[src/vga_timing.sv]
`timescale 1ns/1ps

module vga_timing #(
  parameter int H_ACTIVE = 640,
  parameter int H_FRONT  = 16,
  parameter int H_SYNC   = 96,
  parameter int H_BACK   = 48,
  parameter int V_ACTIVE = 480,
  parameter int V_FRONT  = 10,
  parameter int V_SYNC   = 2,
  parameter int V_BACK   = 33
) (
  input  logic        clk_i,
  input  logic        rst_i,
  output logic [15:0] x_o,
  output logic [15:0] y_o,
  output logic        hs_o,
  output logic        vs_o,
  output logic        blank_n_o,
  output logic        line_start_o
);

  localparam int H_TOTAL  = H_ACTIVE + H_FRONT + H_SYNC + H_BACK;
  localparam int V_TOTAL  = V_ACTIVE + V_FRONT + V_SYNC + V_BACK;
  localparam int HS_START = H_ACTIVE + H_FRONT;
  localparam int HS_END   = HS_START + H_SYNC;
  localparam int VS_START = V_ACTIVE + V_FRONT;
  localparam int VS_END   = VS_START + V_SYNC;

  logic [15:0] h_nxt;
  logic [15:0] v_nxt;

  always_comb begin
    h_nxt = x_o + 16'd1;
    v_nxt = y_o;
    if (x_o == 16'(H_TOTAL - 1)) begin
      h_nxt = 16'd0;
      v_nxt = (y_o == 16'(V_TOTAL - 1)) ? 16'd0 : y_o + 16'd1;
    end
  end

  // counters start on the last position so the first frame begins cleanly
  // outputs are decoded from the next position, which keeps them in step
  // with the registered line buffer read
  always_ff @(posedge clk_i or posedge rst_i) begin
    if (rst_i) begin
      x_o          <= 16'(H_TOTAL - 1);
      y_o          <= 16'(V_TOTAL - 1);
      hs_o         <= 1'b0;
      vs_o         <= 1'b0;
      blank_n_o    <= 1'b0;
      line_start_o <= 1'b0;
    end else begin
      x_o          <= h_nxt;
      y_o          <= v_nxt;
      hs_o         <= (h_nxt >= 16'(HS_START)) && (h_nxt < 16'(HS_END));
      vs_o         <= (v_nxt >= 16'(VS_START)) && (v_nxt < 16'(VS_END));
      blank_n_o    <= (h_nxt < 16'(H_ACTIVE)) && (v_nxt < 16'(V_ACTIVE));
      line_start_o <= (h_nxt == 16'd0) && (v_nxt < 16'(V_ACTIVE));
    end
  end

endmodule

[config.mk]
export PLATFORM = sky130hd
export DESIGN_NAME = vga_timing
export DESIGN_NICKNAME = d
export VERILOG_FILES = /design/src/vga_timing.sv
export SDC_FILE = /design/constraint.sdc
export NUM_CORES = 1
export LEC_CHECK = 0
export BUFFER_PORTS_ARGS = -buffer_cell sky130_fd_sc_hd__buf_2
export CAP_MARGIN = 30
export CELL_PAD_IN_SITES_DETAIL_PLACEMENT = 1
export CELL_PAD_IN_SITES_GLOBAL_PLACEMENT = 2
export CORE_MARGIN = 1
export CORE_UTILIZATION = 34
export CTS_CLUSTER_DIAMETER = 30
export DETAILED_ROUTE_END_ITERATION = 16
export GPL_TIMING_DRIVEN = 0
export PLACE_DENSITY = 0.88
export SKIP_LAST_GASP = 1
export SLEW_MARGIN = 10
export SYNTH_ARGS = -nofsm -noshare
export SYNTH_HDL_FRONTEND = slang
export SYNTH_SLANG_ARGS = --single-unit
[constraint.sdc]
create_clock -name clk_i -period 3.15 [get_ports clk_i]
set_input_delay 0.1575 -clock clk_i [delete_from_list [all_inputs] [get_ports clk_i]]
set_output_delay 0.1575 -clock clk_i [all_outputs]
set_load 0.005 [all_outputs]
Word-level counts from Yosys, hierarchy flattened. Index checks and enable logic that the tools add are counted.

Reduce and logical (&&, ||, !) cells: 5. Equality and inequality tests: 2. Add/sub/neg operators: 2. $lt $le $gt $ge: 6. Muxes and demuxes: 3.

Operators with widths (count): $mux W16 (3); $add A16 B1 Y16 const B (2); $eq A16 B10 Y1 const B (2); $lt A16 B10 Y1 const B (2); $lt A16 B9 Y1 const B (2); $ge A16 B10 Y1 const B (1); $ge A16 B9 Y1 const B (1); $logic_not A16 Y1 (1); $logic_and A1 B1 Y1 (4).

Logic and storage cells: 24. Output and inout port bits: 36. Register bits after elaboration: 36. Input bits: 2.

Longest topological paths before layout. Gate-level depths: netlist (run 1).

Depth after elaboration: 5. Mapped depth: 9. Mapped depth without buffers: 9.

Least setup slack after synthesis (run 1). Ideal clock, no wire load.

Kind: register -> register. From: register x_o[12]. To: register line_start_o. Data arrival time: 2.767 ns. Clock period less this slack: 2.863 ns. Stages on the path, launching flop included: 8. Required time: 3.054 ns. Path slack: 0.287 ns. Path buffers: 0. Setup time: 0.096 ns. Cells stage by stage: dfrtp_1 > or4_4 > or4_4 > nor3_1 > mux2_2 > nor4_2 > nand4_1 > nor4_2.

Word-level cells in the longest chain between the ends: 4. Elaborated cells on any way between the ends: 7. Those cells by class: 1 x add/sub; 1 x order compare; 1 x eq/ne; 2 x mux; 2 x reduce/logical.

Ends and longest elaborated chain: start, declared (RTL line 15) `output logic [15:0] x_o,`; start signal, assigned (RTL line 47) `x_o <= 16'(H_TOTAL - 1);`; start signal, assigned (RTL line 54) `x_o <= h_nxt;`; $eq A16 B10 Y1 (RTL line 36) `if (x_o == 16'(H_TOTAL - 1)) begin`; $mux W16 (RTL line 36); net v_nxt[15] (RTL line 31) `logic [15:0] v_nxt;`; $lt A16 B9 Y1 (RTL line 59) `line_start_o <= (h_nxt == 16'd0) && (v_nxt < 16'(V_ACTIVE));`; $logic_and A1 B1 Y1 (RTL line 59); end signal, assigned (RTL line 59); end, declared (RTL line 20) `output logic line_start_o`.

The timed path passes the listed nets, and every way through them passes these cells.

Worst setup path in the final report (run 1).
From: register x_o[0]. To: register line_start_o.

Same word-level chain as after synthesis.

==> impl_metrics.ini, run 1 <==
[timing]
setup_ws_ns = 0.104
finalCritPeriodShare_pct = 96.7
setup_tns_ns = 0
worst_pin_slew_ns = 0.778
finClkSkew_ns = 0.00849
slew_violations = 0
fin_crit_ns = 3.05
setup_viol = 0
fmax_mhz = 328
hold_viol_final = 0
max-slew-margin-rel_pct = 48.1

[grt]
grt.overflow.total = 0
antenna_found_initial = 0
track_usage_pct = 20.1
grt_pass1_wl_um = 9500
grt_max_degree = 37
grt_pass1_vias = 1826

[flow_run]
cap_violations = 0

[power]
power_density_nw_per_um2 = 325
p_leak_nw = 1.17
vdd_drop_max_mv = 0.178

[floorplanning]
die_w_um = 78.9
design.core.area_um2 = 5610
die_area_um2 = 6220
chipHeight_um = 78.9
rows = 27
start_util_pct = 35.8
pin_count = 38

[critical_path]
worstSetupPathType = flop to flop
cp_max_fo = 10
reg2reg_to = line_start_o
worstReg2RegStart = x_o[0]
start_kind = flop
crit_end = line_start_o
cp-end-kind = flop
rrSetupSlack_ns = 0.10
critPathRequiredTime_ns = 3.34
arrival_ns = 3.24
reg2regPathDepth = 11
crit_start = x_o[0]

[final_layout]
drive_above_1_share_pct = 31.9
nets = 261
final_core_util_pct = 43.5
diodes = 0
final_cells = 329
fill_cells = 672
design_area_um2 = 2440
areaGrowthSynthToFinish_pct = 21.6

[routing]
via_per_inst = 5.35
drt_iter0_markers = 66
num_vias = 1761
dr.pass1.iters = 4
drc = 0
routed_wl_um = 5740
post_drt_wl_per_cell_um = 17.5
drt.antenna.violating_nets = 0

[clock_tree]
cts_tree = built
htreeDepth = 2
hold_buffers = 0
cts_buffers = 5
cts_max_path_buffers = 2
cts_num_sinks = 36
clkSlewWorstSetupHoldPaths_ns = 0.07
root_buffer = clkbuf_8
clock_latency_ns = 0.29

[synth]
ys_top_cells_by_area = dfrtp_1 32%, dfstp_2 13%, xnor2_1 4.4%, nand2_1 3.7%, nand3_1 3.7%
syn_area_per_cell_um2 = 9.75
syn_area_um2 = 2010
synth_ff_type = dfrtp_1
yosysSeqAreaShare_pct = 45.5
ys_ff_latch = 36
synthCells = 206
yosys.cell_count.top_type = dfrtp_1
synth-edff-count = 0
synth_top_area_share_pct = 32.4
synthArstFlopShare_pct = 100
synth_largest_area_cell = dfrtp_1
ys.warnings.count = 0
synth_nets = 211
synthTopCellsByCount = 26 x dfrtp_1, 20 x nand2_1, 15 x nand3_1
synthDistinctLibCells = 47

[placed_design]
post_dp_cell_area_um2 = 2280
pre_cts_ws_ns = -0.127
dpl.hpwl_um = 4140
io_buffer_count = 37
dp_cells = 315
place.gp.congestion = 0.851

[status]
status = finished, final reports clean

[hold_path]
worstHoldPathType = input port to asynchronous set/reset pin
[sequential cells by signal, indices dropped and copies added, names as in the netlist]
signal and cells:
x_o 16, y_o 16, blank_n_o 1, hs_o 1, line_start_o 1, vs_o 1
[metal layers]
layer	vias up	global-route usage, %	share of wire [%]	wire length [um]
met5	-	0	0	0
met4	0	6.18	1.5	89
met3	9	3.45	2.1	119
met2	21	32.4	49	2800
met1	883	27.4	48	2740
li1	848	-	-	-
[power breakdown]
part / total [mW] / leakage [nW] / internal [mW] / switching [mW]
Combinational: 0.00974 / 0.675 / 0.000553 / 0.00919
Clock: 0.321 / 0.0422 / 0.155 / 0.165
Sequential: 0.463 / 0.457 / 0.463 / 0
[worst max-delay path, cell delays in order (launching register included)]
cell	delay, ns
dfstp_2	0.58
ha_4	0.18
nand4_4	0.18
or4_4	0.60
buf_4	0.18
buf_6	0.14
a21oi_1	0.13
o21ai_1	0.13
nor4_4	0.35
nand4_1	0.16
buf_4	0.17
nor4_2	0.15
[layout by cell type, fill, tap and decap left out, drive strengths merged]
cell / instances
o31ai: 4
xnor2: 10
or4: 4
nor2: 10
a21oi: 4
a21boi: 1
dfrtp: 26
mux2i: 1
and4b: 1
dfstp: 10
nor4bb: 1
buf: 46
nand3: 15
and4: 3
xor2: 8
or3: 4
a22o: 1
a21o: 2
o22ai: 1
o21bai: 1
ha: 3
and3: 4
nand2b: 2
nor4: 11
nand2: 20
clkbuf: 11
mux2: 1
o21ai: 10
nor3: 8
inv: 12
and2: 4
nand4: 13
nor4b: 2
nor3b: 1
nand4bb: 1
clkinv: 1
[timing repair]
action | CTS | global route
pin swaps | 3 | 2
endpoints found under the setup margin | 1 | 3
resized for setup | 3 | 2
setup buffers | 2 | 4
[through the flow]
stage          power [mW]  hold WS (ns)
2_1_floorplan       0.478         0.317
3_3_place_gp        0.481         0.527
3_5_place_dp        0.482         0.354
4_1_cts             0.806        0.0202
5_1_grt             0.825        0.0528
6_report            0.793       0.00411
[final cells by class]
class	count	area, um2	area share (%)
buffer	7	48.8	2.00
inverter	12	45.0	1.85
clock inverter	1	5.00	0.205
sequential	36	913	37.4
multi-input combinational	151	1030	42.3
timing repair buffer	43	230	9.43
clock buffer	7	76.3	3.13
tap	72	90.1	3.69
[cell families after synthesis]
logic type               share of synthesized area (%)
AND/OR/NAND/NOR                                   31.3
flip-flops                                        45.5
AO/OA/AOI/OAI                                     7.73
buffers and inverters                             4.67
XOR/XNOR                                          7.85
adder cells (fa/ha/maj)                           1.87
multiplexers                                      1.06
[how the worst min path moves through the flow]
stage / start / end / slack, ns / cells past startpoint
6_report: rst_i / y_o[5] / 0.004 / 2
5_1_grt: rst_i / vs_o / 0.05 / 2
4_1_cts: rst_i / y_o[5] / 0.02 / 2
3_5_place_dp: rst_i / y_o[4] / 0.35 / 2
3_3_place_gp: x_o[14] / x_o[14] / 0.53 / 1
2_1_floorplan: rst_i / blank_n_o / 0.32 / 1
No activity file was read; power rests on OpenSTA's default activity.
==> run 2: changes to the inputs <==
SETUP_SLACK_MARGIN = 0.4   (was not set)
==> run 2 against run 1 <==
Effect of this change:
- the flow now finishes with violations (negative hold slack)
- routed wire length down 0.31%
- final cell count up 1.5%
- global-route usage down 0.50 points
- register-to-register slack better by 0.19 ns
- final area up 5.0%
- count of clock-buffer cells in the layout down 2
- flip-flop and latch count unchanged
- clock power up 31%
- sequential share of layout area down 1.8 points
- clock skew down 0.0024 ns
==> impl_metrics.ini, run 2 (synthesis gave the netlist of run 1 again) <==
[final_layout]
fill_cells = 665
diodes = 0
areaGrowthSynthToFinish_pct = 27.7
final_cell_mix = 38 x buf_2, 26 x dfrtp_1, 19 x nand2_1
reg.largest.list = x_o (16), y_o (16)
final_core_util_pct = 45.7
layout_commonest_cell = buf_2
final_cells = 334
nets = 266
drive_above_1_share_pct = 36.3

[routing]
routed_wl_um = 5730
post_drt_wl_per_cell_um = 17.1
drt_iter0_markers = 71
num_vias = 1803
drc = 0
via_per_inst = 5.40
drt.antenna.violating_nets = 0
dr.pass1.iters = 4

[timing]
fin_crit_ns = 2.85
fmax_mhz = 351
setup_ws_ns = 0.299
finalCritPeriodShare_pct = 90.5
max-slew-margin-rel_pct = 49.8
finClkSkew_ns = 0.00606
setup_tns_ns = 0
slew_violations = 0
rsz0062_at_grt = true
worst_pin_slew_ns = 0.752
setup_viol = 0
hold_ws_ns = -0.0119
hold_viol_final = 15

[hold_path]
worstHoldPathType = input port to asynchronous set/reset pin

[clock_tree]
clock_latency_ns = 0.30
htreeDepth = 2
root_buffer = clkbuf_8
clkSlewWorstSetupHoldPaths_ns = 0.08
cts_tree = built
cts_num_sinks = 36
hold_buffers = 0
cts_max_path_buffers = 2
cts_buffers = 5

[floorplanning]
die_area_um2 = 6220
rows = 27
design.core.area_um2 = 5610
pin_count = 38
die_w_um = 78.9
chipHeight_um = 78.9
start_util_pct = 35.8

[critical_path]
crit_start = x_o[12]
worstReg2RegStart = x_o[12]
cp-end-kind = flop
crit_end = line_start_o
rrSetupSlack_ns = 0.30
reg2regPathDepth = 7
arrival_ns = 3.05
cp_max_fo = 6
start_kind = flop
reg2reg_to = line_start_o
worstSetupPathType = flop to flop
critPathRequiredTime_ns = 3.35

[grt]
track_usage_pct = 19.6
grt_pass1_wl_um = 9340
antenna_found_initial = 0
grt.overflow.total = 0
grt_pass1_vias = 1789
grt_max_degree = 37

[power]
finalPower_uw = 891
p_leak_nw = 1.23
vdd_drop_max_mv = 0.167
power_density_nw_per_um2 = 348

[flow_run]
cap_violations = 0

[placed_design]
pre_cts_ws_ns = -0.0224
io_buffer_count = 37
place.gp.congestion = 0.825
dpl.hpwl_um = 4010
dp_cells = 315

[status]
status = finished with violations
violations = negative hold slack
-- run 2: cell type report --
cell class                 instances  area (um2)  share of cell area (%)
multi-input combinational        151        1080                    42.3
sequential                        36         913                    35.6
timing repair buffer              48         268                    10.4
tap                               72        90.1                    3.51
clock buffer                       5        68.8                    2.68
buffer                             7        52.6                    2.05
inverter                          12        45.0                    1.76
clock inverter                     3        42.5                    1.66
-- run 2: worst min path at each step --
stage | from | end | slack [ns]
CTS | rst_i | vs_o | 0.02
finish | rst_i | y_o[5] | -0.01
global route | rst_i | y_o[5] | 0.04
global placement | x_o[14] | x_o[14] | 0.52
floorplan | rst_i | blank_n_o | 0.32
detailed placement | rst_i | vs_o | 0.35
-- run 2: worst max-delay path: stages, from the launching register on --
cell and delay, ns:
dfrtp_1 0.41, or4_4 0.57, or4_4 0.61, buf_8 0.17, buf_4 0.15, and2_2 0.19, or4_1 0.42, nor4_2 0.25
-- run 2: power breakdown --
part	total, mW	internal (mW)	switching, mW
clock	0.419	0.234	0.185
combinational	0.00946	0.000555	0.00891
sequential	0.462	0.462	0
-- run 2: metal layers --
layer  vias up  track usage [%]  wire length, um
met3        10             3.33              152
met1       907             28.0             2800
met5         -                0                0
met4         0             7.09              108
li1        854                -                -
met2        32             29.6             2660
-- run 2: timing repair --
action	4_1_cts	5_1_grt
gates resized for setup	7	8
setup buffers	2	9
endpoints found under the setup margin	4	4
pin swaps	8	4
endpoints found under the hold margin	0	0
-- run 2: per-stage QoR --
| stage | hold slack, ns | instance area, um2 |
|---|---|---|
| final | -0.0119 | 2560 |
| after global routing | 0.0442 | 2560 |
| after CTS | 0.0185 | 2450 |
| after detailed placement | 0.350 | 2290 |
| after global placement | 0.523 | 2290 |
| after floorplan | 0.317 | 2010 |
==> run 3: changes to the inputs <==
CORE_UTILIZATION = 37   (was 34)
PLACE_DENSITY = 0.94   (was 0.88)
clock period = 3.3 ns   (was 3.15 ns; I/O delays follow)
==> run 3 against run 2 <==
Effect of this change:
- the run now ends clean
- via count increased by 2.4%
- combinational power decreased by 2.9%
- critical endpoint is now blank_n_o
- clock skew increased by 0.0023 ns
- largest power group unchanged
- die area decreased by 7.9%
==> impl_metrics.ini, run 3 (synthesis gave the netlist of run 1 again) <==
[routing]
post_drt_wl_per_cell_um = 17.5
wl_met1_um = 2710
via_per_inst = 5.45
drt.antenna.violating_nets = 0
wl_met3_um = 134
routed_wl_um = 5940
drt_iter0_markers = 99
num_vias = 1846
met2WireLength_um = 3030
dr.pass1.iters = 4
drc = 0
top_layer_used = met4

[timing]
hold_viol_final = 0
finalCritPeriodShare_pct = 87.9
slew_violations = 0
finClkSkew_ns = 0.00838
fmax_mhz = 345
fin_crit_ns = 2.90
setup_ws_ns = 0.398
worst_pin_slew_ns = 0.771
rsz0062_at_grt = true
setup_tns_ns = 0
max-slew-margin-rel_pct = 48.5
setup_viol = 0
hold_ws_ns = 0.000809

[final_layout]
design_area_um2 = 2640
final_cell_mix = 38 x buf_2, 25 x dfrtp_1, 19 x nand2_1
reg.largest.list = x_o (16), y_o (16)
layout_commonest_cell = buf_2
multi_input_area_um2 = 1100
fill_cells = 614
nets = 273
drive_above_1_share_pct = 38.3
final_core_util_pct = 51.0
final_cells = 339
diodes = 0
areaGrowthSynthToFinish_pct = 31.4
regArea_um2 = 915

[floorplanning]
chipHeight_um = 75.7
die_w_um = 75.7
start_util_pct = 38.8
die_area_um2 = 5730
pin_count = 38
rows = 26
design.core.area_um2 = 5170

[clock_tree]
cts_num_sinks = 36
clkSlewWorstSetupHoldPaths_ns = 0.08
cts_max_path_buffers = 2
htreeDepth = 2
clock_latency_ns = 0.30
cts_tree = built
cts_buffers = 5
root_buffer = clkbuf_8

[grt]
grt.overflow.total = 0
antenna_found_initial = 0
grt_max_degree = 37
grt_pass1_vias = 1742
grt_pass1_wl_um = 8950
track_usage_pct = 21.6

[critical_path]
arrival_ns = 3.09
start_kind = flop
cp_max_fo = 5
rrSetupSlack_ns = 0.40
path_delay_family = simple AND/OR/NAND/NOR gates
worstPathCellList = or4_4, or4_4, buf_6, buf_4, or4_1, o21ai_2, nor4_4, nand4_1, buf_4, a21oi_2
cp_slowest_cell = or4_4
cp-end-kind = flop
worstPathBufferInverterCount = 3
crit_path_max_incr_delay_ns = 0.56
worstSetupPathType = flop to flop
critPathRequiredTime_ns = 3.49

[power]
power_density_nw_per_um2 = 291
p_leak_nw = 1.27
vdd_drop_max_mv = 0.195
finalPower_uw = 769

[placed_design]
dpl.hpwl_um = 4080
pre_cts_ws_ns = 0.0489
post_dp_cell_area_um2 = 2280
dp_cells = 313
io_buffer_count = 37
place.gp.congestion = 0.827

[hold_path]
worstHoldPathType = input port to asynchronous set/reset pin

[flow_run]
cap_violations = 0

[status]
status = finished, final reports clean
-- run 3: cell type report --
type	instances	share of cell area [%]
Buffer	7	2.18
Clock inverter	3	0.711
Tap cell	70	3.32
Inverter	12	1.71
Clock buffer	5	2.61
Sequential cell	36	34.7
Multi-Input combinational cell	151	41.9
Timing Repair Buffer	55	12.9
-- run 3: worst paths after layout --
kind | startpoint | to | depth (start not counted)
worst max-delay path | x_o[13] | blank_n_o | 10
min in group clk_i | x_o[14] | x_o[14] | 1
max in group asynchronous | rst_i | x_o[7] | 2
worst max register to register | x_o[13] | blank_n_o | 10
worst min register to register | x_o[14] | x_o[14] | 1
worst min-delay path | rst_i | x_o[5] | 2
-- run 3: power by group --
| part | total, mW | switching, mW | internal [mW] |
|---|---|---|---|
| sequential | 0.441 | 0 | 0.441 |
| clock | 0.318 | 0.171 | 0.147 |
| combinational | 0.00919 | 0.00866 | 0.000529 |
-- run 3: metal layers --
layer	vias up	GRT usage, %
li1	873	-
met1	943	28.3
met2	25	36.6
met3	5	4.37
met4	0	5.56
met5	-	0
-- run 3: timing repair --
action	4_1_cts	5_1_grt
buffers inserted	5	12
setup endpoints to repair	3	4
gates resized for setup	10	13
pin swaps	4	10
hold buffers	0	0
gates cloned	0	1
