$ cat src/vga_pkg.sv
package vga_pkg;

  // one displayed pixel, red in the top byte and blue in the bottom byte
  typedef logic [23:0] rgb_t;

  // word indices in the 10-bit slave address space
  localparam logic [9:0] REG_BASE_IDX  = 10'h300;
  localparam logic [9:0] REG_SETUP_IDX = 10'h301;

  // vga_setup[1:0]
  localparam logic [1:0] MODE_NORMAL = 2'b00;
  localparam logic [1:0] MODE_DOUBLE = 2'b01;

  // vga_setup bit that picks palette 1 over palette 0
  localparam int SETUP_PAL_BIT = 8;

  // framebuffer byte address after reset
  localparam logic [31:0] BASE_RESET = 32'hC000_0000;

endpackage
$ cat src/vga_fetch.sv
`timescale 1ns/1ps

module vga_fetch
  import vga_pkg::*;
#(
  parameter int H_ACTIVE = 640,
  parameter int V_ACTIVE = 480
) (
  input  logic                         clk_i,
  input  logic                         rst_i,
  input  logic                         line_start_i,
  input  logic [31:0]                  vga_base_i,
  input  logic [1:0]                   mode_i,
  input  logic [31:0]                  master_dat_i,
  input  logic                         master_ack_i,
  output logic [31:0]                  master_adr_o,
  output logic                         master_cyc_o,
  output logic                         master_stb_o,
  output logic [31:0]                  pal_idx_o,
  output logic                         lb_we_o,
  output logic [$clog2(H_ACTIVE/4):0]  lb_addr_o
);

  localparam int WORDS_N = H_ACTIVE / 4;
  localparam int WORD_W  = $clog2(WORDS_N);

  typedef enum logic [1:0] {ST_IDLE, ST_BUS, ST_PAL, ST_STORE} state_t;

  state_t            state;
  logic [2:0]        ls_sync;
  logic              ls_edge;
  logic              pend;
  logic              start;
  logic [15:0]       row;
  logic [WORD_W-1:0] word;
  logic [WORD_W-1:0] last_word;
  logic [31:0]       row_off;
  logic              pix_double;

  // line_start_i is a toggle from the pixel clock domain
  always_ff @(posedge clk_i or posedge rst_i) begin
    if (rst_i) begin
      ls_sync <= 3'b000;
    end else begin
      ls_sync <= {ls_sync[1:0], line_start_i};
    end
  end

  assign ls_edge    = ls_sync[2] ^ ls_sync[1];
  assign start      = (state == ST_IDLE) && (pend || ls_edge);
  assign pix_double = (mode_i == MODE_DOUBLE);
  assign last_word  = pix_double ? WORD_W'(WORDS_N / 2 - 1) : WORD_W'(WORDS_N - 1);

  // double mode shows each framebuffer row on two lines at half width
  assign row_off = pix_double ? 32'(row >> 1) * 32'(H_ACTIVE / 2)
                              : 32'(row) * 32'(H_ACTIVE);

  assign master_adr_o = vga_base_i + row_off + (32'(word) << 2);
  assign master_cyc_o = (state == ST_BUS);
  assign master_stb_o = (state == ST_BUS);

  // palette output is valid in ST_STORE, two cycles after the word was latched
  assign lb_we_o   = (state == ST_STORE);
  assign lb_addr_o = {row[0], word};

  always_ff @(posedge clk_i or posedge rst_i) begin
    if (rst_i) begin
      state <= ST_IDLE;
      pend  <= 1'b0;
      row   <= 16'd1;
      word  <= '0;
    end else begin
      pend <= start ? (pend & ls_edge) : (pend | ls_edge);
      case (state)
        ST_IDLE: begin
          if (start) begin
            word  <= '0;
            state <= ST_BUS;
          end
        end
        ST_BUS: begin
          if (master_ack_i) begin
            state <= ST_PAL;
          end
        end
        ST_PAL: state <= ST_STORE;
        default: begin
          if (word == last_word) begin
            word  <= '0;
            row   <= (row == 16'(V_ACTIVE - 1)) ? 16'd0 : row + 16'd1;
            state <= ST_IDLE;
          end else begin
            word  <= word + 1'b1;
            state <= ST_BUS;
          end
        end
      endcase
    end
  end

  // four colour indices, byte 3 is the leftmost pixel
  always_ff @(posedge clk_i) begin
    if (state == ST_BUS && master_ack_i) begin
      pal_idx_o <= master_dat_i;
    end
  end

endmodule

$ cat config.mk
export PLATFORM = sky130hd
export DESIGN_NAME = vga_fetch
export DESIGN_NICKNAME = d
export VERILOG_FILES = /design/src/vga_pkg.sv /design/src/vga_fetch.sv
export SDC_FILE = /design/constraint.sdc
export NUM_CORES = 1
export LEC_CHECK = 0
export BUFFER_PORTS_ARGS = -buffer_cell sky130_fd_sc_hd__buf_4
export CAP_MARGIN = 10
export CORE_MARGIN = 3
export CORE_UTILIZATION = 55
export CTS_CLUSTER_DIAMETER = 60
export DETAILED_ROUTE_END_ITERATION = 10
export PLACE_DENSITY = 0.82
export RECOVER_POWER = 100
export SETUP_SLACK_MARGIN = 0.4
export SLEW_MARGIN = 15
export SYNTH_ARGS = -nofsm -noshare
export SYNTH_HDL_FRONTEND = slang
export SYNTH_SLANG_ARGS = --single-unit
$ cat constraint.sdc
create_clock -name clk_i -period 5.6 [get_ports clk_i]
set_clock_uncertainty 0.15 [all_clocks]
set_input_delay 0.28 -clock clk_i [delete_from_list [all_inputs] [get_ports clk_i]]
set_output_delay 0.28 -clock clk_i [all_outputs]
set_load 0.03 [all_outputs]
Yosys cells after proc, flatten, opt, wreduce, memory -nomap -nowiden
Cells that the tools add are included.
{"block": "totals", "latchBits": 0, "input_bits": 70, "ram_bits": 0, "mem_bits_ro": 0, "ff_bits": 62, "n_memories": 0}
{"block": "classes", "reduce_logical": 9, "muxes": 11, "n_eq_ne": 8, "n_mul": 2, "bitwise": 5, "n_shift": 0, "add_sub_neg": 4, "n_div": 0, "order_cmp": 0}
{"cell": "32-bit by 10-bit adder with 32-bit output", "n": 1}
{"cell": "32-bit by 26-bit adder with 32-bit output", "n": 1}
{"cell": "26-bit two-way mux", "n": 1}
{"cell": "8-bit two-way mux", "n": 3}
{"cell": "16-bit by 3-bit multiplier with 19-bit output, second input constant", "n": 1}
{"cell": "15-bit by 3-bit multiplier with 18-bit output, second input constant", "n": 1}
{"cell": "16-bit by 1-bit adder with 16-bit output, second input constant", "n": 1}
{"cell": "16-bit by 9-bit == test with 1-bit output, second input constant", "n": 1}
{"cell": "16-bit two-way mux", "n": 1}
{"cell": "8-bit case mux with 2 select lines", "n": 1}
{"cell": "8-bit by 1-bit adder with 8-bit output, second input constant", "n": 1}
{"cell": "8-bit == test", "n": 1}
{"cell": "2-bit case mux with 3 select lines", "n": 1}
{"cell": "2-bit AND reduction", "n": 3}
{"cell": "2-bit by 1-bit == test with 1-bit output, second input constant", "n": 2}
{"cell": "2-bit == test, second input constant", "n": 2}
{"cell": "2-bit two-way mux", "n": 2}
{"cell": "2-bit inequality test, second input constant", "n": 2}
{"cell": "3-bit OR reduction", "n": 1}
{"cell": "1-bit logical AND", "n": 2}
{"cell": "2-bit logical NOT", "n": 1}
{"cell": "1-bit two-way mux", "n": 2}
{"cell": "1-bit NOT", "n": 2}
{"cell": "2-bit OR reduction", "n": 1}
{"cell": "other kinds (4)", "n": 4}

Depth between registers and ports, before layout
Gate-level depths: netlist of the first run.
{"block": "logic_depth", "word_depth": 5, "depth_mapped": 18, "ltp_nobuf": 18}

Worst setup path before layout of the first run
Ideal clock, no wire load.
{"block": "synth_timing", "path_kind": "register -> output", "startpoint": "register row[2]", "endpoint": "output master_adr_o[28]", "path_stages_with_launch": 19, "path_slack_ns": 0.407, "n_path_buf": 1, "t_arrival_ns": 4.763, "required_time_ns": 5.170, "path_cell_list": "dfrtp_1 ha_1 ha_1 fa_1 a21o_1 a21oi_1 o21ai_1 a31oi_1 xor2_1 o21ai_0 ha_1 ha_1 buf_2 nand2_1 or3_1 a21oi_1 nand2_1 o21a_1 o311ai_1"}
{"block": "synth_via", "elab_chain_len": 4, "word_cells_on_any_way": 5, "classes_between": "2 x add/sub; 2 x mul; 1 x mux"}
{"item": "start: declaration", "line": "vga_fetch.sv:34", "source": "logic [15:0] row;"}
{"item": "start signal: assignment", "line": "vga_fetch.sv:90", "source": "row <= (row == 16'(V_ACTIVE - 1)) ? 16'd0 : row + 16'd1;"}
{"item": "16-bit by 3-bit multiplier with 19-bit output / 15-bit by 3-bit multiplier with 18-bit output (equally long branches)", "line": "vga_fetch.sv:56, vga_fetch.sv:55"}
{"item": "26-bit two-way mux (*)", "line": "vga_fetch.sv:55", "source": "assign row_off = pix_double ? 32'(row >> 1) * 32'(H_ACTIVE / 2)"}
{"item": "32-bit by 26-bit adder with 32-bit output (*)", "line": "vga_fetch.sv:58", "source": "assign master_adr_o = vga_base_i + row_off + (32'(word) << 2);"}
{"item": "32-bit by 10-bit adder with 32-bit output (*)", "line": "vga_fetch.sv:58"}
{"item": "end: declaration", "line": "vga_fetch.sv:16", "source": "output logic [31:0] master_adr_o,"}
Every way passes the cells marked *; elsewhere a longest branch is shown, timed or not.

Worst setup path in the final report of the first run
{"block": "layout_timing", "startpoint": "register row[0]", "endpoint": "output master_adr_o[27]"}
{"block": "layout_via", "elab_chain_len": 4}
{"item": "16-bit by 3-bit multiplier with 19-bit output", "line": "vga_fetch.sv:56", "source": ": 32'(row) * 32'(H_ACTIVE);"}
{"item": "26-bit two-way mux", "line": "vga_fetch.sv:55"}
{"item": "32-bit by 26-bit adder with 32-bit output", "line": "vga_fetch.sv:58"}
{"item": "32-bit by 10-bit adder with 32-bit output", "line": "vga_fetch.sv:58"}
Every way passes these cells.

==> results of run 1 <==
-- path summary, 6_finish.rpt --
kind	start	end	slack, ns	depth (start not counted)
worst min-delay path	ls_sync[0]	ls_sync[1]	0.22	0
worst min register to register	ls_sync[0]	ls_sync[1]	0.22	0
max in group asynchronous	rst_i	row[10]	3.86	3
min in group asynchronous	rst_i	row[11]	0.65	3
worst max-delay path	row[0]	master_adr_o[27]	0.27	19
worst max register to register	word[0]	row[7]	1.61	7
-- stage by stage --
stage	power, uW	cell area (sq um)	util [%]	hold slack [ns]	cells
after floorplan	1160	5760	-	0.161	627
after global placement	1420	6880	68.8	0.184	880
after detailed placement	1440	6880	68.8	0.185	880
after CTS	1890	7670	76.7	0.114	936
after global routing	1950	7880	78.8	0.225	956
final	1870	7880	78.8	0.219	956
-- cells in the mapped netlist (5+ instances only) --
master    instances  area [sq um]
xor2_1           19           166
buf_2             8          40.0
nor3_1           14          70.1
a21o_1           17           128
o21bai_1          5          37.5
mux2i_1           6          60.1
clkbuf_1          9          33.8
a31oi_1           7          43.8
dfrtp_1          29           726
nand4_1          11          68.8
o21ai_0          20           100
nor2b_1           8          50.1
nand2_1          53           199
ha_1             79           988
xnor2_1          34           298
and2_1            5          31.3
and3_1           11          68.8
a21oi_1          47           235
nand2b_1          5          31.3
fa_1              7           140
a211oi_1          6          45.0
inv_1            27           101
nand3_1          17          85.1
o21ai_1          10          50.1
nor2_1           54           203
edfxtp_1         32           961
-- metal layers --
metal  global-route usage (%)  routed length, microns  up-vias
met3                     5.67                    1540       83
met2                     54.3                   10000      350
met4                     8.84                     909        0
li1                         -                       -     2690
met1                     37.8                    7920     2860
met5                        0                       0        -
-- worst max-delay path, stage by stage (launching register included) --
cell	delay [ns]
dfstp_1	0.70
ha_1	0.23
ha_1	0.19
inv_1	0.06
fa_1	0.41
nor2b_1	0.19
a21oi_1	0.20
o21ai_0	0.26
xnor2_1	0.15
mux2i_1	0.11
ha_1	0.33
ha_4	0.28
and3_4	0.18
and2_4	0.18
nand3_2	0.10
a211oi_4	0.04
buf_6	0.15
or4b_1	0.45
and3_1	0.15
buf_4	0.16
-- state kept, by name (all words and copies together) (netlist names) --
signal / count
ls_sync: 3
row: 16
pal_idx_o: 32
word: 8
pend: 1
state: 2
-- cells by family (layout without fill, tap and decap cells) --
family / count (synthesis) / after routing / share of synthesized area [%]
and+or+nand+nor: 206 / 206 / 17.9
AOI/OAI and AO/OA: 163 / 163 / 19.7
adders and majority gates: 86 / 86 / 19.6
DFF: 62 / 62 / 29.7
xor gates and xnor gates: 53 / 53 / 8.06
buffers and inverters: 50 / 246 / 3.82
muxes: 7 / 7 / 1.24
-- cell type report --
cell class                 instances  area (sq um)
clock inverter                     7          80.1
inverter                          27           101
fill                             658          2120
sequential                        62          1730
tap                              133           166
multi-input combinational        515          4300
clock buffer                       9           124
timing repair buffer             203          1380
-- cell usage in the layout (no fill, tap or decap), drive strengths merged, types with 14 or more instances in the layout --
cell / instances
o21ai: 30
buf: 74
clkbuf: 104
a21o: 17
edfxtp: 32
nand3: 18
xor2: 19
nor3: 14
inv: 31
dlygate4sd3: 34
nand2: 53
nor2: 55
xnor2: 34
a21oi: 51
dfrtp: 29
ha: 79
-- where the power goes --
| group | internal, uW | total [uW] | switching [uW] |
|---|---|---|---|
| Combinational | 253 | 816 | 563 |
| Sequential | 562 | 617 | 54.9 |
| Clock | 213 | 440 | 228 |
| Total | 1030 | 1870 | 846 |
-- what timing repair did --
item,CTS,global route
gates resized for setup,47,68
hold buffers,33,1
endpoints found under the hold margin,33,29
setup buffers,7,19
pin swaps,9,28
endpoints found under the setup margin,14,14
==> results.toml, run 1 <==
[placement]
place_congestion = 0.893
io_buffers = 141
post-place-ws_ns = 0.240
dp_hpwl_mm = 11.5

[routing]
viasPerCell = 6.26
drc = 0
initialDrtViolationCount = 542
wl_per_cell_microns = 21.3
drt-pass1-iter-count = 5
ant_nets = 0
num_vias = 5983
wl_mm = 20.4

[logic_synthesis]
avgSynthCellArea_sq_um = 9.19
postSynthCellCount = 627
syn-num-nets = 783
yosysSeqAreaShare_pct = 29.7
synth-edff-count = 32
dominantRegCellSynth = "edfxtp_1"
ys_types = 77
synth_area_sq_mm = 0.00576
synth_seq_cells = 62
yosysWarningCount = 0
postSynth.asyncResetShare_pct = 48.4

[clock_network]
root_buffer = "clkbuf_8"
cts_tree = "done"
cts-htree-levels = 3
clk_latency_ns = 0.37
clock_sinks = 62
clock_path_buffers = 2
clk_pin_slew_ns = 0.09
cts_buffers = 9

[timing]
fmaxAchievable_ghz = 0.187
slew_violations = 40
fin_ws_ns = 0.266
finalSetupViolCount = 0
worst_slew_pin_slew_ns = 2.16
min_period_ns = 5.33
rsz0062_at_grt = "yes"
period_share_pct = 95.3
tns_ns = 0
slew_headroom_pct = -47.4
hold_violations = 0

[pwr]
power_density_mw_per_mm2 = 238
leakage_uw = 0.00333
peakVddDrop_mv = 0.246

[grt]
antenna_found_initial = 0
grt_pass1_vias = 5704
track_usage_pct = 30.6
grt.overflow.total = 0
grt_max_degree = 33
grt_first_pass_wirelength_mm = 28.4

[setup_path]
crit_required_ns = 5.17
crit_type = "reg -> out"
cp-end-kind = "primary output"
startpoint_type = "register"
worstPathArrival_ns = 4.90
critical_path.max_fanout = 8

[die]
initial_core_util_pct = 57.6
die_w_microns = 108
ios = 146
core_area_sq_mm = 0.0100
dieArea_sq_mm = 0.0117
num_rows = 36
die_y_microns = 108

[finish]
drive_gt1_share_pct = 25.9
nets = 974
area_growth_pct = 36.8
diodes = 0

[flow_run]
max_cap_viol_count = 2

[worst_hold_path]
hp-class = "reg -> reg"

[status]
outcome = "finished, violations left"
violations = "max-capacitance violations, max-slew violations"
(Power assumes the default switching activity.)
==> inputs of run 2 (changes only) <==
--- a/config.mk
+++ b/config.mk
@@ -12,7 +12,7 @@
 export CTS_CLUSTER_DIAMETER = 60
 export DETAILED_ROUTE_END_ITERATION = 10
 export PLACE_DENSITY = 0.82
-export RECOVER_POWER = 100
+export RECOVER_POWER = 50
 export SETUP_SLACK_MARGIN = 0.4
 export SLEW_MARGIN = 15
 export SYNTH_ARGS = -nofsm -noshare
==> run 2 against run 1 <==
Against the previous run: the flow now finishes without violations; register-to-register slack better by 1.1 ns; flip-flop and latch count unchanged; clock-buffer cell count unchanged; critical path depth down 1; sequential power about the same; global-route usage unchanged; total power up 2.9%; via count up 0.75%; final cell count unchanged; die area unchanged; sequential share of layout area down 0.44 points; critical path type unchanged; critical endpoint unchanged; largest power group unchanged; highest routed layer unchanged.
==> results.toml, run 2 (same netlist as run 1, synthesis figures left out) <==
[status]
outcome = "finished clean"

[finish]
largest_reg_flops = 32
diodes = 0
final_cell_mix = "buf_4 (101), nand2_1 (51), ha_1 (51)"
regMostFlops = "pal_idx_o"
ff_latch_area_sq_mm = 0.00173
final_common_cell = "buf_4"
reg_top3 = "pal_idx_o (32), row (16), word (8)"
area_growth_pct = 39.6
final_cells = 956
drive_gt1_share_pct = 30.5
final_area_sq_mm = 0.00804
nFillCells = 616
multi_input_area_sq_mm = 0.00436
nets = 974

[timing]
min_period_ns = 5.16
fmaxAchievable_ghz = 0.194
rsz0062_at_grt = "yes"
worst_slew_pin_slew_ns = 1.20
slew_violations = 0
slew_headroom_pct = 19.6
finalSetupViolCount = 0
tns_ns = 0
hold_violations = 0
period_share_pct = 92.1

[routing]
wl_mm = 20.4
drt-pass1-iter-count = 7
num_vias = 6028
viasPerCell = 6.31
wl_per_cell_microns = 21.4
drc = 0
initialDrtViolationCount = 560
ant_nets = 0

[placement]
dp.cells = 880
dp_hpwl_mm = 11.5
io_buffers = 141
place_area_sq_mm = 0.00688
place_congestion = 0.893

[grt]
antenna_found_initial = 0
grt_first_pass_wirelength_mm = 28.4
track_usage_pct = 30.6
grt_pass1_vias = 5704
grt.overflow.total = 0
grt_max_degree = 33

[setup_path]
crit_type = "reg -> out"
worstPathArrival_ns = 4.73
critical_path.max_fanout = 9
cp-end-kind = "primary output"
startpoint_type = "register"
crit_required_ns = 5.17

[clock_network]
clock_path_buffers = 2
root_buffer = "clkbuf_8"
cts_tree = "done"
clock_sinks = 62
clk_pin_slew_ns = 0.09
cts-htree-levels = 3
clk_latency_ns = 0.36
cts_buffers = 9

[pwr]
peakVddDrop_mv = 0.245
power_density_mw_per_mm2 = 240
leakage_uw = 0.00345

[die]
core_area_sq_mm = 0.0100
initial_core_util_pct = 57.6
num_rows = 36
ios = 146
dieArea_sq_mm = 0.0117
die_y_microns = 108
die_w_microns = 108

[worst_hold_path]
hp-class = "reg -> reg"

[flow_run]
max_cap_viol_count = 0
==> run 2: final cells by class <==
class / instances / share of cell area [%]
well taps: 133 / 2.07
repair buffers: 203 / 18.5
inverters: 27 / 1.26
clock inverters: 7 / 0.996
multi-input cells: 515 / 54.2
flip-flops and latches: 62 / 21.5
clock buffers: 9 / 1.54
==> run 2: routing by layer <==
metal	vias to the layer above	wire length, microns	track usage (%)
li1	2689	-	-
met1	2854	7780	37.8
met2	388	10100	54.3
met3	97	1710	5.67
met4	0	895	8.84
met5	-	0	0
==> run 2: repair_timing <==
item,in CTS,in global routing
gates resized for setup,47,68
pin swaps,9,28
gates cloned,0,0
hold buffers,33,1
endpoints found under the hold margin,33,29
setup buffers,7,19
setup endpoints to repair,14,14
==> run 2: worst max-delay path: stages (launching register included) <==
cell,delay [ns]
dfrtp_2,0.47
ha_4,0.27
ha_4,0.29
a21o_1,0.22
a21o_1,0.25
a2111oi_4,0.36
nor2_2,0.10
o211a_1,0.25
a211oi_2,0.22
ha_1,0.29
ha_4,0.24
and3_4,0.15
and2_4,0.18
nand3_2,0.10
a211oi_4,0.04
buf_6,0.15
or4b_1,0.45
and3_1,0.15
buf_4,0.16
==> run 2: path summary, 6_finish.rpt <==
check | start | end | slack (ns) | cells past startpoint
setup reg to reg | row[13] | row[8] | 2.72 | 6
max in group asynchronous | rst_i | row[10] | 3.82 | 3
setup / recovery | row[9] | master_adr_o[27] | 0.44 | 18
hold reg to reg | ls_sync[0] | ls_sync[1] | 0.22 | 0
min in group asynchronous | rst_i | row[11] | 0.66 | 3
hold / removal | ls_sync[0] | ls_sync[1] | 0.22 | 0
==> run 2: per-stage QoR <==
| step | hold WS (ns) | utilization (%) | total power (uW) | setup slack (ns) |
|---|---|---|---|---|
| global placement | 0.184 | 68.8 | 1420 | 0.387 |
| floorplan | 0.161 | - | 1160 | 0.407 |
| detailed placement | 0.185 | 68.8 | 1440 | 0.240 |
| finish | 0.221 | 80.4 | 1930 | 0.441 |
| global route | 0.225 | 80.4 | 2020 | 0.270 |
| CTS | 0.114 | 76.7 | 1890 | 0.401 |
==> run 2: power by group <==
| part | internal, uW | leakage, uW | total, uW | switching, uW |
|---|---|---|---|---|
| Clock | 213 | 0.000103 | 435 | 223 |
| Combinational | 312 | 0.00267 | 878 | 566 |
| Sequential | 560 | 0.000671 | 615 | 55.3 |
| Total | 1080 | 0.00345 | 1930 | 844 |
==> inputs of run 3 (changes only) <==
--- a/config.mk
+++ b/config.mk
@@ -8,10 +8,9 @@
 export BUFFER_PORTS_ARGS = -buffer_cell sky130_fd_sc_hd__buf_4
 export CAP_MARGIN = 10
 export CORE_MARGIN = 3
-export CORE_UTILIZATION = 55
+export CORE_UTILIZATION = 34
 export CTS_CLUSTER_DIAMETER = 60
 export DETAILED_ROUTE_END_ITERATION = 10
-export PLACE_DENSITY = 0.82
 export RECOVER_POWER = 50
 export SETUP_SLACK_MARGIN = 0.4
 export SLEW_MARGIN = 15
==> run 3 against run 2 <==
Against the previous run: the flow now finishes with violations (max-capacitance violations, max-slew violations); clock-buffer cell count is 3 higher; largest power group unchanged; global-route usage is 14 points lower; first-iteration DRC count is 54% lower; highest routed layer unchanged.
==> results.toml, run 3 (same netlist as run 1, synthesis figures left out) <==
[finish]
final_util_pct = 49.9
diodes = 0
reg_top3 = "pal_idx_o (32), row (16), word (8)"
ff_latch_area_sq_mm = 0.00173
nets = 972
drive_gt1_share_pct = 29.6
multi_input_area_sq_mm = 0.00427
nFillCells = 1535
final_cell_mix = "buf_4 (99), ha_1 (54), nand2_1 (50)"
area_growth_pct = 40.7
final_common_cell = "buf_4"
regMostFlops = "pal_idx_o"
largest_reg_flops = 32

[clock_network]
clk_pin_slew_ns = 0.05
cts_buffers = 9
cts_tree = "done"
clock_path_buffers = 2
root_buffer = "clkbuf_16"
clock_sinks = 62
clk_latency_ns = 0.33
cts-htree-levels = 3

[pwr]
power.net_switching_uw = 772
power_density_mw_per_mm2 = 241
peakVddDrop_mv = 0.193
p_seq_share_pct = 31.2
clkPwrFrac_pct = 25.3
cellInternalPower_uw = 1180
p_comb_share_pct = 43.5
leakage_uw = 0.00348
swShare_pct = 39.6

[routing]
viasPerCell = 5.21
drt-pass1-iter-count = 4
wl_mm = 16.1
wl_per_cell_microns = 15.6
ant_nets = 0
drc = 0
initialDrtViolationCount = 256
num_vias = 5403

[placement]
io_buffers = 141
dp_hpwl_mm = 12.0
post-place-ws_ns = 0.254
place_congestion = 0.864

[setup_path]
r2r_start = "word[0]"
startpoint_type = "register"
worstPathArrival_ns = 4.62
crit_required_ns = 5.17
critical_path.max_fanout = 10
cp-end-kind = "primary output"
crit_start = "row[10]"
crit_end = "master_adr_o[27]"
reg2reg_slack_ns = 3.15
crit_type = "reg -> out"
r2r_end = "row[7]"
r2r_cells = 7

[die]
core_area_sq_mm = 0.0162
ios = 146
die_w_microns = 136
initial_core_util_pct = 35.5
dieArea_sq_mm = 0.0185
die_y_microns = 136
num_rows = 46

[timing]
worst_slew_pin_slew_ns = 1.67
hold_violations = 0
finalSetupViolCount = 0
slew_violations = 31
fin_ws_ns = 0.548
slew_headroom_pct = -11.4
min_period_ns = 5.05
fmaxAchievable_ghz = 0.198
tns_ns = 0
rsz0062_at_grt = "yes"
period_share_pct = 90.2

[flow_run]
max_cap_viol_count = 1

[grt]
antenna_found_initial = 0
grt_first_pass_wirelength_mm = 25.6
grt_pass1_vias = 5279
track_usage_pct = 16.6
grt.overflow.total = 0
grt_max_degree = 33

[status]
violations = "max-capacitance violations, max-slew violations"
outcome = "finished, violations left"

[worst_hold_path]
hp-class = "reg -> reg"
min-delay-start = "ls_sync[0]"
-- run 3: worst max-delay path: stages, from the launching register on --
cell and delay (ns):
dfrtp_2 0.44, ha_1 0.35, ha_4 0.29, and3_2 0.24
a221o_1 0.36, a21oi_4 0.19, o221ai_2 0.14, xnor2_1 0.16
mux2i_1 0.10, ha_1 0.32, ha_4 0.28, and3_1 0.19
and2_4 0.19, nand3_2 0.09, a211oi_4 0.03, buf_4 0.16
or4b_1 0.45, and3_1 0.16, buf_4 0.16
-- run 3: worst min path at each step --
stage / cells past startpoint / to / slack [ns]
after floorplan: 0 / ls_sync[0] / 0.16
after global placement: 0 / ls_sync[1] / 0.20
after detailed placement: 0 / ls_sync[1] / 0.19
after CTS: 0 / ls_sync[1] / 0.21
after global routing: 0 / ls_sync[1] / 0.23
final: 0 / ls_sync[1] / 0.21
-- run 3: layout make-up --
type	instances	share of cell area (%)
inverters	27	1.25
repair buffers	201	18.1
clock buffers	12	3.04
flip-flops and latches	62	21.3
well taps	216	3.33
multi-input cells	515	52.7
clock inverters	4	0.278
-- run 3: metrics by stage --
stage               std cells  total power [uW]  instance area, sq um  hold WS (ns)
floorplan                 627              1160                  5760         0.161
CTS                      1022              1980                  7850         0.213
detailed placement        966              1450                  7010         0.192
global route             1037              2060                  8110         0.225
global placement          966              1430                  7010         0.196
finish                   1037              1950                  8110         0.205
-- run 3: power groups by stage --
stage               Sequential (uW)  Clock [uW]  Combinational, uW
global placement                613           0                819
CTS                             610         505                868
global route                    615         529                914
finish                          609         494                849
floorplan                       708           0                452
detailed placement              618           0                836
-- run 3: repair_timing --
action                                 CTS  global route
pin swaps                                6            24
endpoints found under the hold margin   62             0
gates resized for setup                 41            63
setup buffers                            6            15
hold buffers                            34             0
setup endpoints to repair               14            14
-- run 3: metal layers --
metal  track usage, %  part of all wire (%)  up-vias
li1                 -                     -     2694
met3             3.11                   3.5       16
met5                0                     0        -
met4             2.35                  0.88        0
met1             21.6                    43     2600
met2             29.4                    52       93
